<file path="src/common/mips_pkg.sv">
`default_nettype none

package mips_pkg;

	localparam int xlen = 32;
	localparam int reg_addr_w = 5;
	localparam int imem_words = 256;
	localparam int dmem_words = 256;
	// word index widths of the two memories
	localparam int imem_aw = $clog2(imem_words);
	localparam int dmem_aw = $clog2(dmem_words);

	// primary opcodes, instr[31:26]
	typedef enum logic [5:0] {
		op_rtype = 6'd0,
		op_beq   = 6'd4,
		op_addi  = 6'd8,
		op_slti  = 6'd10,
		op_lw    = 6'd35,
		op_sw    = 6'd43
	} opcode_t;

	// r-type funct, instr[5:0]
	typedef enum logic [5:0] {
		fn_sll = 6'd0,
		fn_srl = 6'd2,
		fn_add = 6'd32,
		fn_sub = 6'd34,
		fn_and = 6'd36,
		fn_or  = 6'd37,
		fn_nor = 6'd39,
		fn_slt = 6'd42
	} funct_t;

	// coarse class from control, refined by the alu
	typedef enum logic [1:0] {
		cls_add   = 2'd0, // lw, sw, addi
		cls_sub   = 2'd1, // beq compare
		cls_funct = 2'd2, // look at funct
		cls_slt   = 2'd3  // slti
	} alu_class_t;

	typedef enum logic [3:0] {
		alu_add = 4'd0,
		alu_sub = 4'd1,
		alu_and = 4'd2,
		alu_or  = 4'd3,
		alu_nor = 4'd4,
		alu_slt = 4'd5,
		alu_sll = 4'd6,
		alu_srl = 4'd7
	} alu_op_t;

endpackage

`default_nettype wire

</file>
<file path="src/decode/control_unit.sv">
`timescale 1ns/1ps
`default_nettype none

module control_unit (
	input  mips_pkg::opcode_t    opcode,
	output logic                 regdst,
	output logic                 isbranch,
	output logic                 memread,
	output logic                 memtoreg,
	output logic                 memwrite,
	output logic                 alusrc,
	output logic                 regwrite,
	output mips_pkg::alu_class_t alu_class
);
	import mips_pkg::*;

	always_comb begin
		// everything off unless the opcode turns it on
		regdst    = 1'b0;
		isbranch  = 1'b0;
		memread   = 1'b0;
		memtoreg  = 1'b0;
		memwrite  = 1'b0;
		alusrc    = 1'b0;
		regwrite  = 1'b0;
		alu_class = cls_add;
		case (opcode)
			op_rtype: begin
				regdst    = 1'b1; // dest in rd
				regwrite  = 1'b1;
				alu_class = cls_funct;
			end
			op_beq: begin
				isbranch  = 1'b1;
				alu_class = cls_sub; // zero flag decides
			end
			op_addi: begin
				alusrc   = 1'b1;
				regwrite = 1'b1;
			end
			op_slti: begin
				alusrc    = 1'b1;
				regwrite  = 1'b1;
				alu_class = cls_slt;
			end
			op_lw: begin
				alusrc   = 1'b1;
				memread  = 1'b1;
				memtoreg = 1'b1;
				regwrite = 1'b1;
			end
			op_sw: begin
				alusrc   = 1'b1;
				memwrite = 1'b1;
			end
			default: ; // unknown opcode runs as a nop
		endcase
	end

endmodule

`default_nettype wire

</file>
<file path="src/decode/regfile.sv">
`timescale 1ns/1ps
`default_nettype none

module regfile (
	input  logic                            clk,
	input  logic                            rst,
	input  logic [mips_pkg::reg_addr_w-1:0] rreg1,
	input  logic [mips_pkg::reg_addr_w-1:0] rreg2,
	input  logic                            regwrite,
	input  logic [mips_pkg::reg_addr_w-1:0] wreg,
	input  logic [mips_pkg::xlen-1:0]       wdata,
	output logic [mips_pkg::xlen-1:0]       rdata1,
	output logic [mips_pkg::xlen-1:0]       rdata2
);
	import mips_pkg::*;

	logic [xlen-1:0] regs [2**reg_addr_w];
	logic wr_live;

	assign wr_live = regwrite && (wreg != '0); // $0 never written

	always_ff @(posedge clk) begin
		if (rst) begin
			regs <= '{default: '0};
		end else if (wr_live) begin
			regs[wreg] <= wdata;
		end
	end

	// write-through so decode sees the value retiring this cycle
	assign rdata1 = (rreg1 == '0) ? '0 : (wr_live && wreg == rreg1) ? wdata : regs[rreg1];
	assign rdata2 = (rreg2 == '0) ? '0 : (wr_live && wreg == rreg2) ? wdata : regs[rreg2];

	assert property (@(posedge clk) disable iff (rst) regwrite |-> !$isunknown(wdata))
		else $error("register write with unknown data");

endmodule

`default_nettype wire

</file>
<file path="src/decode/decode_stage.sv">
`timescale 1ns/1ps
`default_nettype none

module decode_stage (
	input  logic                            clk,
	input  logic                            rst,
	input  logic                            hold,
	input  logic [mips_pkg::xlen-1:0]       id_instr,
	input  logic [mips_pkg::xlen-1:0]       id_pc_next,
	input  logic                            wb_regwrite,
	input  logic [mips_pkg::reg_addr_w-1:0] wb_wreg,
	input  logic [mips_pkg::xlen-1:0]       wb_wdata,
	output logic                            ex_regwrite,
	output logic                            ex_memtoreg,
	output logic                            ex_memread,
	output logic                            ex_memwrite,
	output logic                            ex_isbranch,
	output logic                            ex_regdst,
	output logic                            ex_alusrc,
	output mips_pkg::alu_class_t            ex_alu_class,
	output logic [mips_pkg::xlen-1:0]       ex_pc_next,
	output logic [mips_pkg::xlen-1:0]       ex_data_rs,
	output logic [mips_pkg::xlen-1:0]       ex_data_rt,
	output logic [mips_pkg::xlen-1:0]       ex_imm,
	output logic [mips_pkg::reg_addr_w-1:0] ex_rt,
	output logic [mips_pkg::reg_addr_w-1:0] ex_rd
);
	import mips_pkg::*;

	logic id_regwrite, id_memtoreg, id_memread, id_memwrite;
	logic id_isbranch, id_regdst, id_alusrc;
	alu_class_t id_alu_class;
	logic [xlen-1:0] id_imm;
	logic [xlen-1:0] id_data_rs;
	logic [xlen-1:0] id_data_rt;

	assign id_imm = {{(xlen-16){id_instr[15]}}, id_instr[15:0]};

	control_unit control (
		.opcode    (opcode_t'(id_instr[31:26])),
		.regdst    (id_regdst),
		.isbranch  (id_isbranch),
		.memread   (id_memread),
		.memtoreg  (id_memtoreg),
		.memwrite  (id_memwrite),
		.alusrc    (id_alusrc),
		.regwrite  (id_regwrite),
		.alu_class (id_alu_class)
	);

	regfile u_regfile (
		.clk      (clk),
		.rst      (rst),
		.rreg1    (id_instr[25:21]), // rs
		.rreg2    (id_instr[20:16]), // rt
		.regwrite (wb_regwrite),
		.wreg     (wb_wreg),
		.wdata    (wb_wdata),
		.rdata1   (id_data_rs),
		.rdata2   (id_data_rt)
	);

	always_ff @(posedge clk) begin
		if (rst) begin
			ex_regwrite  <= 1'b0;
			ex_memtoreg  <= 1'b0;
			ex_memread   <= 1'b0;
			ex_memwrite  <= 1'b0;
			ex_isbranch  <= 1'b0;
			ex_regdst    <= 1'b0;
			ex_alusrc    <= 1'b0;
			ex_alu_class <= cls_add;
			ex_pc_next   <= '0;
			ex_data_rs   <= '0;
			ex_data_rt   <= '0;
			ex_imm       <= '0;
			ex_rt        <= '0;
			ex_rd        <= '0;
		end else if (!hold) begin
			ex_regwrite  <= id_regwrite;
			ex_memtoreg  <= id_memtoreg;
			ex_memread   <= id_memread;
			ex_memwrite  <= id_memwrite;
			ex_isbranch  <= id_isbranch;
			ex_regdst    <= id_regdst;
			ex_alusrc    <= id_alusrc;
			ex_alu_class <= id_alu_class;
			ex_pc_next   <= id_pc_next;
			ex_data_rs   <= id_data_rs;
			ex_data_rt   <= id_data_rt;
			ex_imm       <= id_imm; // funct and shamt ride along in here
			ex_rt        <= id_instr[20:16];
			ex_rd        <= id_instr[15:11];
		end
	end

endmodule

`default_nettype wire

</file>
<file path="config.mk">
export PLATFORM = sky130hd
export DESIGN_NAME = decode_stage
export DESIGN_NICKNAME = d
export VERILOG_FILES = /design/src/common/mips_pkg.sv /design/src/decode/control_unit.sv /design/src/decode/regfile.sv /design/src/decode/decode_stage.sv
export SDC_FILE = /design/constraint.sdc
export NUM_CORES = 2
export LEC_CHECK = 0
export ABC_CLOCK_PERIOD_IN_PS = 2900
export BUFFER_PORTS_ARGS = -buffer_cell sky130_fd_sc_hd__buf_2
export CORE_ASPECT_RATIO = 0.75
export CORE_MARGIN = 8
export CORE_UTILIZATION = 45
export DETAILED_ROUTE_END_ITERATION = 6
export GPL_ROUTABILITY_DRIVEN = 1
export RECOVER_POWER = 50
export SYNTH_ARGS = -nofsm -noshare
export SYNTH_HDL_FRONTEND = slang
export SYNTH_SLANG_ARGS = --single-unit
</file>
<file path="constraint.sdc">
create_clock -name clk -period 2.9 [get_ports clk]
set_input_delay 0.435 -clock clk [delete_from_list [all_inputs] [get_ports clk]]
set_output_delay 0.435 -clock clk [all_outputs]
set_load 0.03 [all_outputs]
</file>
==> metrics.cfg <==
[grt]
grt_pass1_wl_mm = 303
grt_pass1_vias = 45256
grt.total_usage_pct = 29.4
antenna_found_initial = 8
grt_max_degree = 206
grt_overflow_total = 0

[clock_tree]
cts.clk_slew.worst_paths_ns = 0.07
clk_path_buf_depth = 3
cts_setup_buffers = 0
clock_sinks = 1149
htreeDepth = 3
numCtsBuffers = 112
cts_tree = yes
clkLatencyLatePin_ns = 0.75
root_buffer = clkbuf_16

[setup_path]
reg2reg_setup_slack_ns = 1.08
crit_top_cell = clkbuf_1
cp_slowest_cell = clkbuf_1
critical-path-top-delay-family = buffers and inverters
endpoint = u_regfile.regs[276]
criticalPathCategory = in2reg
end_kind = flip-flop
crit_arrival_ns = 3.18
crit_buf_inv = 3
critPathMaxStageDelay_ns = 1.14
critPathMaxFanout = 18
startpoint = wb_wreg[3]
cp-start-kind = input pin
required_ns = 3.52
timing.rr.end = ex_data_rt[22]
path_depth = 7
reg2reg_from = u_regfile.regs[598]
r2r_cells = 5
cp_cell_sequence = buf_2 -> clkbuf_1 -> nand3b_1 -> nor2_1 -> clkbuf_1 -> nand2_1 -> a21oi_1

[final_layout]
fillCellCount = 11185
seqCellArea_um2 = 23000
multi_input_area_um2 = 29800
nets = 6138
syn_to_final_growth_pct = 13.8
drive_gt1_share_pct = 20.7

[sta]
rsz0062_at_grt = no
fin_setup_tns_ns = 0
finalWorstSetupSlack_ns = 0.335
finalHoldViolations = 0
skew_ns = 0.0213
setup_viol = 0
max_slew.worst_pin.slew_ns = 2.48
hold-worst-slack_ns = 0.0260
slew_viol_final = 922
max_freq_mhz = 390
maxSlewHeadroom_pct = -65.1
period_needed_ns = 2.56
min_period_over_period_pct = 88.4

[power]
cellPowerDensity_nw_per_um2 = 540
vdd.ir_drop.worst_mv = 0.495
power.leakage_uw = 0.0210

[floorplanning]
start_util_pct = 45.4
die_w_um = 421
io_pins = 252
dieArea_um2 = 135000
die_h_um = 320
coreArea_um2 = 122000
rows = 111

[logic_synthesis]
synthesis.nets = 6188
async_flop_share_pct = 0
ys_warn_count = 0
synth.most_common_cell = nand2_1
synth_top_area_cell = dfxtp_1
syn_inst = 6083
synth_edf_count = 0
synth_ff_type = dfxtp_1
synthDistinctLibCells = 42
synth_common_cells = nand2_1 (2121), dfxtp_1 (1149), a21oi_1 (999), mux4_2 (576), clkbuf_1 (508)
synth.top_cell.area_share_pct = 41.5
ys_seq_area_share_pct = 41.5
synthTopCellsByArea = dfxtp_1 (41%), mux4_2 (23%), nand2_1 (14%)
syn_area_um2 = 55400
postSynthAreaPerCell_um2 = 9.11
synth-seq-cells = 1149

[hold_path]
holdCritPathClass = in2reg

[place]
dpl_worst_slack_ns = 0.00197
port_buffers = 251
routabilityCongestion = 0.868
dp_hpwl_mm = 122

[routing]
ant_nets = 0
drt-pass1-iter-count = 5
wl_mm = 207
wl_per_cell_um = 26.7
vias = 48113
drt_iter0_drc = 6630
viasPerCell = 6.20
drc = 0

[outcome]
outcome = finished, violations left
violations = max-capacitance violations, max-slew violations

[run]
max_cap_viol_count = 6

[metal layers]
layer / share of wire, % / routed length, µm / vias to the layer above / GRT usage (%)
met3: 12 / 23900 / 517 / 7.12
met2: 44 / 90600 / 2893 / 43.9
met5: 0.0063 / 13 / - / 0
met1: 40 / 83000 / 23635 / 40.9
met4: 4.6 / 9430 / 2 / 12.3
li1: - / - / 21066 / -
[worst min path at each step]
stage	startpoint	slack, ns	cells after the start	to
after floorplan	u_regfile.regs[100]	0.44	2	u_regfile.regs[100]
after global placement	u_regfile.regs[442]	0.45	2	u_regfile.regs[442]
after detailed placement	u_regfile.regs[101]	0.46	2	u_regfile.regs[101]
after CTS	rst	0.006	2	u_regfile.regs[832]
after global routing	rst	0.01	2	u_regfile.regs[384]
final	rst	0.03	2	u_regfile.regs[896]
[final cells by class]
class                      instances  area share (%)
sequential                      1149            36.5
multi-input combinational       4203            47.2
clock buffer                     170            5.34
timing repair buffer             501            6.69
inverter                          66           0.393
clock inverter                    32           0.613
tap                             1638            3.25
antenna                            7          0.0278
[power breakdown]
group	leakage (µW)	switching [µW]	internal [µW]
clock network	0.00185	6600	8670
logic	0.00985	1890	897
registers	0.00927	103	15900
total	0.0210	8590	25500
[layout by cell type (no fill, tap or decap), types with 9 or more instances in the layout]
| master | instances |
|---|---|
| nand2_1 | 2099 |
| dfxtp_1 | 1149 |
| a21oi_1 | 999 |
| mux4_2 | 576 |
| buf_2 | 243 |
| a22oi_1 | 160 |
| clkbuf_16 | 116 |
| buf_4 | 108 |
| buf_12 | 76 |
| nor2_1 | 70 |
| inv_1 | 66 |
| mux2i_1 | 54 |
| dlygate4sd3_1 | 49 |
| clkbuf_1 | 34 |
| nor2b_1 | 33 |
| a222oi_1 | 32 |
| o211ai_1 | 32 |
| o21ai_1 | 30 |
| nor2_4 | 29 |
| clkbuf_8 | 26 |
| nand2_2 | 22 |
| clkinv_2 | 18 |
| xnor2_1 | 10 |
| clkbuf_2 | 9 |
[through the flow]
| stage | instance area, µm² | util, % | power, µW | instances |
|---|---|---|---|---|
| floorplan | 55400 | - | 18100 | 6083 |
| global placement | 59000 | 48.3 | 19100 | 7508 |
| detailed placement | 59000 | 48.3 | 19100 | 7508 |
| CTS | 63300 | 51.8 | 34200 | 7759 |
| global route | 63100 | 51.6 | 35000 | 7764 |
| finish | 63100 | 51.6 | 34100 | 7766 |
[kinds of logic after synthesis]
kind of cell    share of synthesized area (%)
buf+inv                                  5.36
simple gates                             16.0
xor+xnor                                0.174
mux                                      24.4
flops                                    41.5
compound gates                           12.6
[registers in the layout, summed over array words and instances (netlist names)]
signal	cells
u_regfile.regs	1024
ex_rd	1
ex_regwrite	1
ex_isbranch	1
ex_memwrite	1
ex_alusrc	1
ex_data_rt	32
ex_rt	5
ex_memread	1
ex_pc_next	32
ex_data_rs	32
ex_alu_class	2
ex_imm	15
ex_regdst	1
[timing repair]
item / in CTS / in global routing
hold buffers: 49 / 0
endpoints found under the hold margin: 49 / 0
resized for setup: 0 / 0
Power figures use the tool's default switching activity.
